### src/common/axi_rd_pkg.sv
package axi_rd_pkg;

	localparam int addr_w = 32;
	localparam int data_w = 32;
	localparam int len_w = 4;
	localparam int lanes = 4;
	localparam int mem_bytes = 4096;
	localparam int mem_aw = $clog2(mem_bytes);
	localparam int bank_depth = 1024;
	localparam int bank_idx_w = 10;
	localparam int paddr_w = 13;

	// APB register map, memory window starts at mem_base
	localparam logic [paddr_w-1:0] reg_addr = 13'h000;
	localparam logic [paddr_w-1:0] reg_ctrl = 13'h004;
	localparam logic [paddr_w-1:0] reg_start = 13'h008;
	localparam logic [paddr_w-1:0] reg_status = 13'h00C;
	localparam logic [paddr_w-1:0] mem_base = 13'h1000;

	// Field positions inside reg_ctrl
	localparam int ctrl_len_lsb = 0;
	localparam int ctrl_size_lsb = 4;
	localparam int ctrl_burst_lsb = 8;

	typedef enum logic [1:0] {
		burst_fixed = 2'd0,
		burst_incr = 2'd1,
		burst_wrap = 2'd2
	} burst_e;

	// Encoded as log2 of the bytes per beat
	typedef enum logic [1:0] {
		size_1 = 2'd0,
		size_2 = 2'd1,
		size_4 = 2'd2
	} size_e;

	typedef struct packed {
		logic [addr_w-1:0] addr;
		logic [len_w-1:0] len;
		size_e size;
		burst_e burst;
	} rd_cmd_t;

	typedef struct packed {
		logic psel;
		logic penable;
		logic pwrite;
		logic [paddr_w-1:0] paddr;
		logic [data_w-1:0] pwdata;
	} apb_req_t;

	typedef struct packed {
		logic [data_w-1:0] prdata;
		logic pready;
		logic pslverr;
	} apb_rsp_t;

	typedef struct packed {
		logic arvalid;
		rd_cmd_t cmd;
	} ar_t;

	typedef struct packed {
		logic rvalid;
		logic [data_w-1:0] rdata;
		logic rlast;
	} r_t;

	typedef struct packed {
		logic en;
		logic [bank_idx_w-1:0] index;
		logic [7:0] data;
	} bank_wr_t;

endpackage
### src/axi_rd/beat_steer.sv
`timescale 1ns/1ps

module beat_steer (
	input  logic clk,
	input  logic resetn,
	input  logic start,
	input  axi_rd_pkg::rd_cmd_t cmd,
	input  axi_rd_pkg::r_t r,
	output logic rready,
	output logic done,
	output axi_rd_pkg::bank_wr_t [axi_rd_pkg::lanes-1:0] bank_wr
);
	import axi_rd_pkg::*;

	logic active;
	logic accept;
	logic last_beat;
	logic [len_w-1:0] beat_cnt;
	logic [mem_aw-1:0] beat_addr;
	logic [mem_aw-1:0] next_addr;
	logic [mem_aw-1:0] incr_addr;
	logic [mem_aw-1:0] step;
	logic [mem_aw-1:0] wrap_mask;

	assign rready = active;
	assign accept = r.rvalid && active;
	assign last_beat = beat_cnt == cmd.len;

	// Bytes per beat, and the wrap window minus one
	assign step = mem_aw'(1) << cmd.size;
	assign wrap_mask = ((mem_aw'(cmd.len) + mem_aw'(1)) << cmd.size) - mem_aw'(1);
	assign incr_addr = beat_addr + step;

	always_comb begin
		case (cmd.burst)
			burst_fixed: begin
				next_addr = beat_addr;
			end
			burst_incr: begin
				next_addr = incr_addr;
			end
			burst_wrap: begin
				// Upper bits stay at the boundary base, low bits roll over
				next_addr = (beat_addr & ~wrap_mask) | (incr_addr & wrap_mask);
			end
			default: begin
				next_addr = beat_addr;
			end
		endcase
	end

	always_ff @(posedge clk or negedge resetn) begin
		if (!resetn) begin
			active <= 1'b0;
			done <= 1'b0;
			beat_cnt <= '0;
			beat_addr <= '0;
		end else begin
			done <= accept && last_beat;
			if (start) begin
				active <= 1'b1;
				beat_cnt <= '0;
				beat_addr <= cmd.addr[mem_aw-1:0];
			end else if (accept) begin
				beat_cnt <= beat_cnt + 1'b1;
				beat_addr <= next_addr;
				if (last_beat)
					active <= 1'b0;
			end
		end
	end

	// Bank b takes beat byte j where beat_addr + j lands on bank b
	for (genvar b = 0; b < lanes; b++) begin : g_steer
		logic [1:0] j;
		logic [mem_aw-1:0] byte_addr;

		assign j = 2'(b) - beat_addr[1:0];
		assign byte_addr = beat_addr + mem_aw'(j);
		assign bank_wr[b].en = accept && (mem_aw'(j) < step);
		assign bank_wr[b].index = byte_addr[bank_idx_w+1:2];
		assign bank_wr[b].data = r.rdata[8*j +: 8];
	end

	// Slave must end the burst on exactly the commanded beat count
	a_rlast_on_len: assert property (
		@(posedge clk) disable iff (!resetn)
		accept |-> (r.rlast == last_beat)
	);

endmodule

### config.mk
export PLATFORM = sky130hd
export DESIGN_NAME = beat_steer
export DESIGN_NICKNAME = d
export VERILOG_FILES = /design/src/common/axi_rd_pkg.sv /design/src/axi_rd/beat_steer.sv
export SDC_FILE = /design/constraint.sdc
export NUM_CORES = 1
export LEC_CHECK = 0
export ABC_AREA = 0
export ABC_CLOCK_PERIOD_IN_PS = 8130
export BUFFER_PORTS_ARGS = -buffer_cell sky130_fd_sc_hd__buf_2
export CAP_MARGIN = 20
export CORE_AREA = 4 4 70 104
export DETAILED_ROUTE_END_ITERATION = 16
export DIE_AREA = 0 0 74 108
export GPL_TIMING_DRIVEN = 0
export PLACE_DENSITY = 0.91
export SLEW_MARGIN = 15
export SYNTH_ARGS = -nofsm -noshare
export SYNTH_HDL_FRONTEND = slang
export SYNTH_SLANG_ARGS = --single-unit
### constraint.sdc
create_clock -name clk -period 8.13 [get_ports clk]
set_clock_uncertainty 0.2 [all_clocks]
set_input_delay 0.813 -clock clk [delete_from_list [all_inputs] [get_ports clk]]
set_output_delay 0.813 -clock clk [all_outputs]
set_load 0.01 [all_outputs]
== Yosys cells after proc, flatten, opt, wreduce, memory -nomap -nowiden ==
Cells that the tools add are included.

* Add/subtract/negate cells: 12
* Multipliers: 0
* Divide/modulo/power cells: 0
* Order comparisons: 4
* Equality and inequality tests: 3
* Shift operators: 6
* Muxes and demuxes: 8
* Bitwise gates (word level): 4
* Reduce and logical (&&, ||, !) cells: 11

{| class="wikitable"
|+ Operators by type and width
! cell !! count
|-
| variable part select 32 x 6 -> 8 bit || 4
|-
| adder 12 x 2 -> 12 bit || 4
|-
| < comparator 2 x 12 -> 1 bit || 4
|-
| bitwise AND 12 bit || 2
|-
| two-way mux 12 bit || 2
|-
| case mux 12 bit (2 select lines) || 1
|-
| adder 12 bit || 1
|-
| inverter 12 bit || 1
|-
| bitwise OR 12 bit || 1
|-
| << shifter 1 x 2 -> 12 bit, first input constant || 1
|-
| << shifter 5 x 2 -> 12 bit || 1
|-
| subtractor 12 x 1 -> 12 bit, second input constant || 1
|-
| two-way mux 4 bit || 2
|-
| logical AND 1 bit || 6
|-
| adder 4 x 1 -> 5 bit, second input constant || 1
|-
| adder 4 x 1 -> 4 bit, second input constant || 1
|-
| == test 4 bit || 1
|-
| AND reduction 2 bit || 2
|-
| nonzero test 2 bit || 2
|-
| subtractor 1 x 2 -> 2 bit, first input constant || 2
|-
| subtractor 2 bit, first input constant || 2
|-
| two-way mux 1 bit || 3
|-
| nonzero test 3 bit || 1
|-
| == test 2 x 1 -> 1 bit, second input constant || 1
|-
| == test 2 bit, second input constant || 1
|}

* Register bits: 18
* Latch bits: 0
* Bits in writable memories: 0
* Memory bits (read-only): 0
* Input bits: 77
* Output and inout port bits: 78
* Word-level logic and storage cells: 52
* Memories: 0

== Longest topological paths before layout ==
Gate-level depths: netlist of run 1.

* Depth after elaboration: 9
* Mapped depth: 13
* Mapped depth without buffers: 11

== Worst setup path after synthesis of run 1 ==
OpenSTA, ideal clock, no wires.

* Kind: register -> output
* From: reg (tool-made name)
* To: out bank_wr[56] in the netlist's numbering
* Arrival time: 2.975 ns
* Data required time: 7.117 ns
* Slack: 4.142 ns
* Cell stages (with the launch flop): 12
* Path buffers: 4
* Path through: dfrtp_1 buf_1 clkbuf_1 inv_1 ha_1 buf_2 clkbuf_1 inv_1 ha_1 a21oi_1 nor2_1 nor2_1

{| class="wikitable"
|+ RTL lines
! element !! line !! text
|-
| end, declared || beat_steer.sv:11 || <nowiki>output axi_rd_pkg::bank_wr_t [axi_rd_pkg::lanes-1:0] bank_wr</nowiki>
|}

==> results of run 1 <==
cell families after synthesis:
family / synth area share (%)
adders and majority gates: 7.396
and+or+nand+nor: 19.22
DFF: 13.87
buffers and inverters: 7.550
AOI/OAI and AO/OA: 16.22
muxes: 23.65
xor gates and xnor gates: 12.10
synthesized netlist by cell type, types with 4 or more instances:
library cell,instances,area [um^2]
dfrtp_1,18,450.4
o211ai_1,6,45.04
buf_4,10,75.07
mux4_2,32,720.7
o21ai_0,14,70.07
clkbuf_1,12,45.04
xor2_1,20,175.2
xnor2_1,23,201.4
o21ai_1,5,25.02
ha_1,16,200.2
nor2b_1,5,31.28
buf_2,10,50.05
inv_1,12,45.04
nor2_1,41,153.9
nor3_1,6,30.03
a31o_2,4,35.03
nand2_1,40,150.1
a21oi_1,16,80.08
nand3_1,10,50.05
nand4_1,5,31.28
buf_1,4,15.01
nand2b_1,5,31.28
per-stage QoR:
| stage | cell area (um^2) | cells | worst slack, ns |
|---|---|---|---|
| after CTS | 4059 | 584 | 3.072 |
| after floorplan | 3248 | 372 | 4.142 |
| after global routing | 4059 | 584 | 2.804 |
| after detailed placement | 4004 | 580 | 3.364 |
| final | 4059 | 584 | 3.065 |
| after global placement | 4004 | 580 | 3.433 |
routing by layer:
layer / wire length, um / global-route usage, %
met1: 3397 / 26.62
met2: 5544 / 47.84
met3: 797 / 2.698
met4: 315 / 8.938
met5: 0 / 0
final cells by class:
class	instances	area, um^2	area share [%]
Buffer	37	196.4	4.840
Clock buffer	4	55.05	1.356
Inverter	13	48.80	1.202
Multi-Input combinational cell	304	2552	62.89
Sequential cell	18	450.4	11.10
Tap cell	76	95.09	2.343
Timing Repair Buffer	132	660.6	16.28
worst paths after layout:
kind	endpoint	slack (ns)
setup / recovery	bank_wr[56]	3.07
min in group clk	beat_cnt[3]	0.39
hold / removal	async pin	0.28
hold reg to reg	beat_cnt[3]	0.39
max in group asynchronous	beat_cnt[1]	7.13
setup reg to reg	flip-flop	4.26
power breakdown:
group          internal, uW  leakage (uW)  switching [uW]
sequential             98.1      0.000218            10.4
clock                  43.1     0.0000288            33.6
combinational           168       0.00158             198
total                   309       0.00183             242
==> qor.txt, run 1 <==
===========================================================================================
Number of optimization iterations in the first detailed-route pass                        5
PnR Total Power                                                                    551.9 uW
Die W                                                                                 74 um
Count of flip-flops with a built-in enable after synthesis                                0
Crit path kind                                                                 flip-flop to output port
Initial core utilization                                                             50.43%
Number of gates resized after cts                                                         0
Peak ir drop on the vdd network                                                  0.05573 mV
Startpoint type of the worst setup path                                           flip-flop
Number of fillers in the final layout                                                   538
Commonest cells after routing, fill and taps aside                             buf_2 (142), nor2_1 (41), nand2_1 (40), mux4_2 (32), xnor2_1 (23)
Cells after synthesis                                                                   372
GR Util All Layers                                                                   24.76%
Outcome                                                                        finished, final reports clean
Standard cell core area                                                           6441 um^2
Arrival time of data at the critical path endpoint                                  4.05 ns
Syn_area_per_cell                                                                8.731 um^2
Critical path buffers and inverters                                                       7
Summed negative setup slack over all endpoints                                         0 ns
CTS HTree Levels                                                                          1
Number of clock sinks                                                                    18
FFs w/ async S/R, synth                                                              100.0%
Detailed-route wire length per cell                                                17.22 um
Wire length of the first global-routing pass                                       15.83 mm
Number of gates on the worst path with buffers counted                                   12
Signed area change from the synthesized netlist to the final layout                  24.96%
Worst relative slew slack                                                            55.40%
Number of distinct library cells after synthesis                                         68
Die Footprint                                                                     7992 um^2
Inserted Clock Buffers                                                                    3
Number of failing setup endpoints in the final timing report                              0
Clock latency on the worst-skew pair                                                0.26 ns
Total power per unit cell area                                                 136.0 nW/um^2
Detailed-route via count                                                              3,553
Largest net degree at the start of global routing                                        19
Post-layout util                                                                     63.01%
Chip height                                                                          108 um
Post-route antenna net violation count                                                    0
Setup repair after global routing missed its margin                                   false
Clock root buffer                                                                  clkbuf_8
Post-CTS Setup Repair Bufs                                                                0
# DRC                                                                                     0
Count of buffers from port buffering                                                    132
Most common cell after layout, fill and taps aside                                    buf_2
Area of the mapped netlist                                                        3248 um^2
Layout net count                                                                        604
Sort of element at the end of the critical path                                 output port
Clock edge transition at the registers on the reported setup and hold paths         0.08 ns
Transition time at the pin with the least slew margin                             0.6690 ns
Number of synthesized register bits                                                      18
Crit-path cells                                                                buf_1 > clkbuf_1 > inv_1 > ha_1 > buf_2 > clkbuf_1 > inv_1 > ha_1 > a21oi_1 > nor2_1 > nor2_1 > buf_2
Hold WS                                                                           0.2835 ns
Leak Pwr                                                                        0.001831 uW
Antenna violations before repair                                                          0
Maximum clock path buffer count                                                           2
Maximum clock frequency                                                           197.4 MHz
Routability cong.                                                                    0.8893
Final critical-path share of the clock period                                        62.30%
Worst hold-check path type                                                     input pin to async pin
Post-CTS Hold Fix Bufs                                                                    0
Overflow left after global routing                                                        0
Hold violation count in the final report                                                  0
Critical path required time                                                         7.12 ns
Detailed-placement wirelength estimate                                             8.254 mm
Max-cap violations                                                                        0
Warning count from the yosys run                                                          0
Biggest fanout along the worst timing path                                               10
Count of cells along the worst register-to-register path                                 11
Worst path max stage delay                                                          0.56 ns
Number of global-route vias before repair                                             3,406
Row count                                                                                36
Io pins                                                                                 155
Min cycle time layout                                                              5.065 ns
Main synth FF type                                                                  dfrtp_1
Final-report max-slew violation count                                                     0
TritonCTS clock tree                                                                   done
Syn Nets                                                                                467
Highest-delay cell along the critical path                                            buf_1
Share of layout cells above drive strength 1                                         40.55%
N_diodes                                                                                  0
Average vias per placed instance                                                      6.084
Number of design-rule violations left by the first detailed-router iteration            200
Family with the most delay on the worst path                                   buffers and inverters
Routed wire length                                                                 10.06 mm
Part of the Yosys area used for sequential elements                                  13.87%
===========================================================================================
Note: power is estimated with default switching activity, not from simulation.
==> run 2: changes to the inputs <==
--- a/config.mk
+++ b/config.mk
@@ -6,14 +6,14 @@
 export NUM_CORES = 1
 export LEC_CHECK = 0
 export ABC_AREA = 0
-export ABC_CLOCK_PERIOD_IN_PS = 8130
+export ABC_CLOCK_PERIOD_IN_PS = 5050
 export BUFFER_PORTS_ARGS = -buffer_cell sky130_fd_sc_hd__buf_2
 export CAP_MARGIN = 20
-export CORE_AREA = 4 4 70 104
+export CORE_AREA = 4 4 73 108
 export DETAILED_ROUTE_END_ITERATION = 16
-export DIE_AREA = 0 0 74 108
+export DIE_AREA = 0 0 77 112
 export GPL_TIMING_DRIVEN = 0
-export PLACE_DENSITY = 0.91
+export PLACE_DENSITY = 0.84
 export SLEW_MARGIN = 15
 export SYNTH_ARGS = -nofsm -noshare
 export SYNTH_HDL_FRONTEND = slang
==> constraint.sdc (replaced) <==
create_clock -name clk -period 5.05 [get_ports clk]
set_clock_uncertainty 0.2 [all_clocks]
set_input_delay 0.505 -clock clk [delete_from_list [all_inputs] [get_ports clk]]
set_output_delay 0.505 -clock clk [all_outputs]
set_load 0.01 [all_outputs]
==> run 2 against run 1 <==
Effect of this change:
- sequential power rose by 63%
- combinational power grew 61%
- non-clock buffer count up 1
- global-route usage shrank 1.6 points
- power up 58%
- cell count rose by 0.34%
- critical path type unchanged
- first-iteration DRC count is 13% higher
- setup slack lost 2.5 ns
- register-to-register slack worse by 2.9 ns
- via count fell by 0.84%
- largest cell class unchanged
==> qor.txt, run 2 (synthesis gave the netlist of run 1 again) <==
===========================================================================================
Max-cap violations                                                                        0   unchanged
Commonest cells after routing, fill and taps aside                             buf_2 (142), nor2_1 (41), nand2_1 (40), mux4_2 (32), xnor2_1 (23)   unchanged
N_diodes                                                                                  0   unchanged
TritonCTS clock tree                                                                   done   unchanged
Largest net degree at the start of global routing                                        19   unchanged
Final critical-path share of the clock period                                        89.13%
GR Util All Layers                                                                   23.15%   was 24.76%
Hold violation count in the final report                                                  0   unchanged
Post-route antenna net violation count                                                    0   unchanged
# DRC                                                                                     0   unchanged
Worst path max stage delay                                                          0.53 ns   was 0.56 ns
CTS HTree Levels                                                                          1   unchanged
Clock root buffer                                                                  clkbuf_8   unchanged
Layout net count                                                                        605   was 604
Number of global-route vias before repair                                             3,521   was 3,406
Maximum clock path buffer count                                                           2   unchanged
Initial core utilization                                                             47.09%   was 50.43%
Worst hold-check path type                                                     input pin to flip-flop   was input pin to async pin
Final std cells w/o fill                                                                586   was 584
Crit-path cells                                                                clkbuf_2 > clkbuf_1 > inv_1 > ha_1 > buf_2 > clkbuf_1 > inv_1 > ha_1 > a21oi_1 > nor2_1 > nor2_1 > buf_2   was buf_1 > clkbuf_1 > inv_1 > ha_1 > buf_2 > clkbuf_1 > inv_1 > ha_1 > a21oi_1 > nor2_1 > nor2_1 > buf_2
Maximum clock frequency                                                           222.2 MHz
Worst relative slew slack                                                            53.78%   was 55.40%
Inserted Clock Buffers                                                                    3   unchanged
Overflow left after global routing                                                        0   unchanged
Total power per unit cell area                                                 214.9 nW/um^2   was 136.0 nW/um^2
Critical path buffers and inverters                                                       7   unchanged
Standard cell core area                                                           6898 um^2   was 6441 um^2
Amount of wire on met2 after detailed routing                                      5.532 mm   was 5.544 mm
Chip height                                                                          112 um   was 108 um
Peak ir drop on the vdd network                                                  0.07060 mV   was 0.05573 mV
Detailed-placement wirelength estimate                                             8.330 mm   was 8.254 mm
Critical path required time                                                         4.35 ns   was 7.12 ns
Signed area change from the synthesized netlist to the final layout                  24.96%   unchanged
Most common cell after layout, fill and taps aside                                    buf_2   unchanged
Leak Pwr                                                                        0.001831 uW   about the same
Number of failing setup endpoints in the final timing report                              0   unchanged
Average vias per placed instance                                                      6.012   was 6.084
Io pins                                                                                 155   unchanged
Clock edge transition at the registers on the reported setup and hold paths         0.07 ns   was 0.08 ns
WL met3                                                                              738 um   was 797 um
Detailed-route via count                                                              3,523   was 3,553
Row count                                                                                37   was 36
Number of design-rule violations left by the first detailed-router iteration            226   was 200
Startpoint type of the worst setup path                                           flip-flop   unchanged
Wire length of the first global-routing pass                                       16.38 mm   was 15.83 mm
Highest-delay cell along the critical path                                          dfrtp_1   was buf_1
Min cycle time layout                                                              4.501 ns
Biggest fanout along the worst timing path                                               10   unchanged
Number of clock sinks                                                                    18   unchanged
Antenna violations before repair                                                          0   unchanged
Detailed-route wire length per cell                                                17.25 um   was 17.22 um
Summed negative setup slack over all endpoints                                         0 ns   unchanged
Outcome                                                                        finished, final reports clean   unchanged
Count of buffers from port buffering                                                    132   unchanged
Crit path kind                                                                 flip-flop to output port   unchanged
Final-report max-slew violation count                                                     0   unchanged
Routability cong.                                                                    0.9652   was 0.8893
Die W                                                                                 77 um   was 74 um
Clock latency on the worst-skew pair                                                0.26 ns   about the same
Family with the most delay on the worst path                                   buffers and inverters   unchanged
Arrival time of data at the critical path endpoint                                  3.80 ns   was 4.05 ns
Share of layout cells above drive strength 1                                         40.55%   unchanged
Sort of element at the end of the critical path                                 output port   unchanged
Die Footprint                                                                     8624 um^2   was 7992 um^2
Topmost layer with routed signal wires                                                 met4   unchanged
Routed wire length                                                                 10.11 mm   was 10.06 mm
Placed instance count                                                                   582   was 580
Setup repair after global routing missed its margin                                   false   unchanged
Transition time at the pin with the least slew margin                             0.6903 ns   was 0.6690 ns
Post-CTS Setup Repair Bufs                                                                0   unchanged
Number of optimization iterations in the first detailed-route pass                        5   unchanged
Routed length on met1                                                              3.473 mm   was 3.397 mm
===========================================================================================
## run 2: final timing paths
| kind | start | endpoint | slack [ns] | cells past startpoint |
|---|---|---|---|---|
| max | flip-flop | bank_wr[56] | 0.55 | 12 |
| min | cmd[14] | flip-flop | 0.27 | 3 |
| max reg2reg | flip-flop | flip-flop | 1.37 | 11 |
| min reg2reg | beat_cnt[3] | beat_cnt[3] | 0.37 | 2 |
| max in group asynchronous | resetn | async pin | 3.81 | 2 |
| min in group asynchronous | resetn | rready | 0.52 | 2 |
## run 2: area by class of cell
type | count | area [um^2]
flip-flops and latches | 18 | 450.4
repair buffers | 133 | 670.6
well taps | 78 | 97.59
plain buffers | 37 | 197.7
clock buffers | 3 | 41.29
fillers | 600 | 2839
multi-input cells | 304 | 2552
inverters | 13 | 48.80
## run 2: power by group
part / total, uW / switching, uW / internal (uW)
Clock: 106 / 52.5 / 53.2
Sequential: 176 / 18.3 / 158
Combinational: 590 / 319 / 271
Total: 872 / 389 / 483
## run 2: what timing repair did
item                                   CTS  global route
endpoints found under the hold margin   11             0
resized for setup                        0             1
setup endpoints to repair                0             1
hold buffers                             1             0
## run 2: per-stage QoR
step | total power (uW) | cell area, um^2 | util [%] | hold WS (ns) | setup WS (ns)
after CTS | 872.4 | 4058 | 58.82 | 0.2682 | 0.3598
after floorplan | 561.3 | 3248 | - | 0.009409 | 1.370
after global routing | 933.9 | 4059 | 58.84 | 0.2846 | 0.1835
final | 872.1 | 4059 | 58.84 | 0.2724 | 0.5490
after global placement | 754.0 | 4006 | 58.08 | 0.2639 | 0.6917
after detailed placement | 765.3 | 4006 | 58.08 | 0.2814 | 0.6582
## run 2: worst reg2reg max path, cell delays in order, from the launching register on
cell,delay [ns]
dfrtp_1,0.53
clkbuf_2,0.35
clkbuf_1,0.48
inv_1,0.22
fa_1,0.51
nand2b_1,0.20
a211oi_1,0.48
nand3_1,0.13
nand2_1,0.10
nand3_1,0.08
o2bb2ai_1,0.16
a31oi_1,0.15
## run 2: per-layer routing
layer	vias to the layer above	global-route usage (%)
met5	-	0
met4	0	10.69
met3	27	3.155
met2	199	46.22
met1	1672	22.90
li1	1625	-
==> run 3: changes to the inputs <==
--- a/config.mk
+++ b/config.mk
@@ -6,14 +6,14 @@
 export NUM_CORES = 1
 export LEC_CHECK = 0
 export ABC_AREA = 0
-export ABC_CLOCK_PERIOD_IN_PS = 5050
+export ABC_CLOCK_PERIOD_IN_PS = 4680
 export BUFFER_PORTS_ARGS = -buffer_cell sky130_fd_sc_hd__buf_2
 export CAP_MARGIN = 20
-export CORE_AREA = 4 4 73 108
+export CORE_AREA = 4 4 74 110
 export DETAILED_ROUTE_END_ITERATION = 16
-export DIE_AREA = 0 0 77 112
+export DIE_AREA = 0 0 78 114
 export GPL_TIMING_DRIVEN = 0
-export PLACE_DENSITY = 0.84
+export PLACE_DENSITY = 0.82
 export SLEW_MARGIN = 15
 export SYNTH_ARGS = -nofsm -noshare
 export SYNTH_HDL_FRONTEND = slang
==> constraint.sdc (replaced) <==
create_clock -name clk -period 4.68 [get_ports clk]
set_clock_uncertainty 0.2 [all_clocks]
set_input_delay 0.468 -clock clk [delete_from_list [all_inputs] [get_ports clk]]
set_output_delay 0.468 -clock clk [all_outputs]
set_load 0.01 [all_outputs]
==> run 3 against run 2 <==
Effect of this change:
- sequential power up 7%
- global-route usage is 0.28 points higher
- register-to-register slack got worse by 0.41 ns
- utilization down 1.9 points
- sequential share of layout area down 0.078 points
- sequential cell count did not move
- wire length grew 5.6%
- critical path depth down 1
- setup slack got worse by 0.22 ns
- final area is 0.71% higher
- cell count rose by 3.8%
==> qor.txt, run 3 (synthesis gave the netlist of run 1 again) <==
===========================================================================================
TritonCTS clock tree                                                                   done   unchanged
Hold violation count in the final report                                                  0   unchanged
Max-cap violations                                                                        0   unchanged
Number of failing setup endpoints in the final timing report                              0   unchanged
Combined area of the multi-input logic cells                                      2552 um^2   unchanged
Leak Pwr                                                                        0.001833 uW   was 0.001831 uW
Largest net degree at the start of global routing                                        19   unchanged
Outcome                                                                        finished, final reports clean   unchanged
Row count                                                                                38   was 37
Int Pwr                                                                            520.5 uW   was 482.7 uW
Sort of element at the end of the critical path                                 output port   unchanged
Met3 track demand over resource in global routing                                    3.160%   was 3.155%
Worst relative slew slack                                                            55.07%   was 53.78%
Die Footprint                                                                     8892 um^2   was 8624 um^2
Min cycle time layout                                                              4.351 ns
Summed negative setup slack over all endpoints                                         0 ns   unchanged
Die W                                                                                 78 um   was 77 um
Detailed-route wire length per cell                                                17.56 um   was 17.25 um
Worst hold-check path type                                                     input pin to flip-flop   unchanged
Area of all placed cells without fillers                                          4088 um^2   was 4059 um^2
Hold wc startpoint                                                                   cmd[9]   was cmd[14]
Most Used Layer, Global Route                                                          met2   unchanged
Startpoint type of the worst setup path                                           flip-flop   unchanged
Number of optimization iterations in the first detailed-route pass                        4   was 5
Average vias per placed instance                                                      5.768   was 6.012
Total cell area at the placement stage                                            4034 um^2   was 4006 um^2
Initial core utilization                                                             45.24%   was 47.09%
Biggest fanout along the worst timing path                                               10   unchanged
Combinational cell fraction of total power                                            68.2%   was 67.7%
Critical path required time                                                         4.01 ns   was 4.35 ns
Number of fillers in the final layout                                                   646   was 600
Post-CTS Setup Repair Bufs                                                                0   unchanged
Peak ir drop on the vdd network                                                  0.08833 mV   was 0.07060 mV
P_sw                                                                               421.3 uW   was 389.4 uW
PnR Total Power                                                                    941.8 uW   was 872.1 uW
N_diodes                                                                                  0   unchanged
Hold Path Cell Cnt                                                                        3   unchanged
Share of layout cells above drive strength 1                                         40.75%   was 40.55%
GR Util All Layers                                                                   23.43%   was 23.15%
Maximum clock path buffer count                                                           2   unchanged
Reg power frac                                                                        20.1%   was 20.2%
Post-route antenna net violation count                                                    0   unchanged
Io pins                                                                                 155   unchanged
Inserted Clock Buffers                                                                    3   unchanged
Layout net count                                                                        605   unchanged
Clock edge transition at the registers on the reported setup and hold paths         0.07 ns   about the same
Clock group share of total power                                                      11.7%   was 12.1%
M2 GR Usage                                                                          46.74%   was 46.22%
Clock latency on the worst-skew pair                                                0.25 ns   was 0.26 ns
Arrival time of data at the critical path endpoint                                  3.68 ns   was 3.80 ns
Reg2reg setup slack                                                                 0.96 ns   was 1.37 ns
Crit path kind                                                                 flip-flop to output port   unchanged
Number of design-rule violations left by the first detailed-router iteration            207   was 226
Total power per unit cell area                                                 230.4 nW/um^2   was 214.9 nW/um^2
Detailed-route via count                                                              3,507   was 3,523
Clock root buffer                                                                  clkbuf_8   unchanged
Count of buffers from port buffering                                                    132   unchanged
Routed wire length                                                                 10.68 mm   was 10.11 mm
GR met1 Demand/Resource                                                              22.87%   was 22.90%
Standard cell core area                                                           7179 um^2   was 6898 um^2
Most common cell after layout, fill and taps aside                                    buf_2   unchanged
Routability cong.                                                                    0.9019   was 0.9652
Maximum clock frequency                                                           229.9 MHz
# DRC                                                                                     0   unchanged
Number of clock sinks                                                                    18   unchanged
Number of global-route vias before repair                                             3,616   was 3,521
Switching Fraction                                                                   44.74%   was 44.65%
Commonest cells after routing, fill and taps aside                             buf_2 (143), nor2_1 (41), nand2_1 (40), mux4_2 (32), xnor2_1 (23)   was buf_2 (142), nor2_1 (41), nand2_1 (40), mux4_2 (32), xnor2_1 (23)
Sequential cell area                                                             450.4 um^2   unchanged
CTS HTree Levels                                                                          1   unchanged
Wire length of the first global-routing pass                                       16.95 mm   was 16.38 mm
Chip height                                                                          114 um   was 112 um
Signed area change from the synthesized netlist to the final layout                  25.85%   was 24.96%
Transition time at the pin with the least slew margin                             0.6710 ns   was 0.6903 ns
Antenna violations before repair                                                          0   unchanged
Final-report max-slew violation count                                                     0   unchanged
Count of cells along the worst register-to-register path                                 11   unchanged
Final critical-path share of the clock period                                        92.96%
Detailed-placement wirelength estimate                                             8.804 mm   was 8.330 mm
Setup repair after global routing missed its margin                                   false   unchanged
Overflow left after global routing                                                        0   unchanged
===========================================================================================
run 3: cell count changes in the layout (fill, tap and decap cells not counted):
cell      change
clkbuf_1      -1
buf_2         +1
run 3: power groups by stage:
stage	clock network (uW)	logic, uW	registers [uW]
after floorplan	0	420	186
after detailed placement	0	639	192
final	110	643	189
after global placement	0	623	191
after global routing	122	696	191
after CTS	113	642	188
run 3: area by class of cell:
class,count,area share (%)
clock buffers,3,1.010
plain buffers,37,4.867
flip-flops and latches,18,11.02
repair buffers,133,16.41
multi-input cells,304,62.44
inverters,13,1.194
well taps,100,3.061
run 3: worst max-delay path: stages, from the launching register on:
cell and delay (ns):
dfrtp_1 0.53, buf_2 0.33, clkbuf_1 0.49, inv_1 0.23
ha_1 0.36, buf_2 0.28, xnor2_1 0.18, nor2_1 0.08
o2111ai_1 0.48, nor2_1 0.10, xor2_1 0.20, buf_2 0.17
run 3: routing by layer:
layer	wire [um]	part of all wire (%)
met1	3725	35
met3	671	6.3
met2	5788	54
met4	490	4.6
met5	0	0
run 3: worst max path at each step:
stage	startpoint	to	slack, ns	cells past startpoint
after detailed placement	flip-flop	bank_wr[56]	0.23	12
after global routing	flip-flop	bank_wr[56]	0.05	12
after global placement	flip-flop	bank_wr[56]	0.34	12
after floorplan	flip-flop	bank_wr[56]	1.04	11
after CTS	flip-flop	bank_wr[56]	0.15	12
final	flip-flop	bank_wr[13]	0.33	11
run 3: per-stage QoR:
| step | instances | utilization [%] | setup slack, ns | hold slack [ns] |
|---|---|---|---|---|
| CTS | 608 | 56.92 | 0.1505 | 0.2261 |
| floorplan | 372 | - | 1.037 | -0.02759 |
| finish | 608 | 56.94 | 0.3295 | 0.2318 |
| global route | 608 | 56.94 | 0.05423 | 0.2331 |
| global placement | 604 | 56.19 | 0.3362 | 0.2301 |
| detailed placement | 604 | 56.19 | 0.2335 | 0.2488 |
run 3: timing repair:
item                                    CTS  global route
endpoints found under the hold margin    18             0
hold buffers                              1             0
endpoints found under the setup margin    1             1
gates resized for setup                   1             2
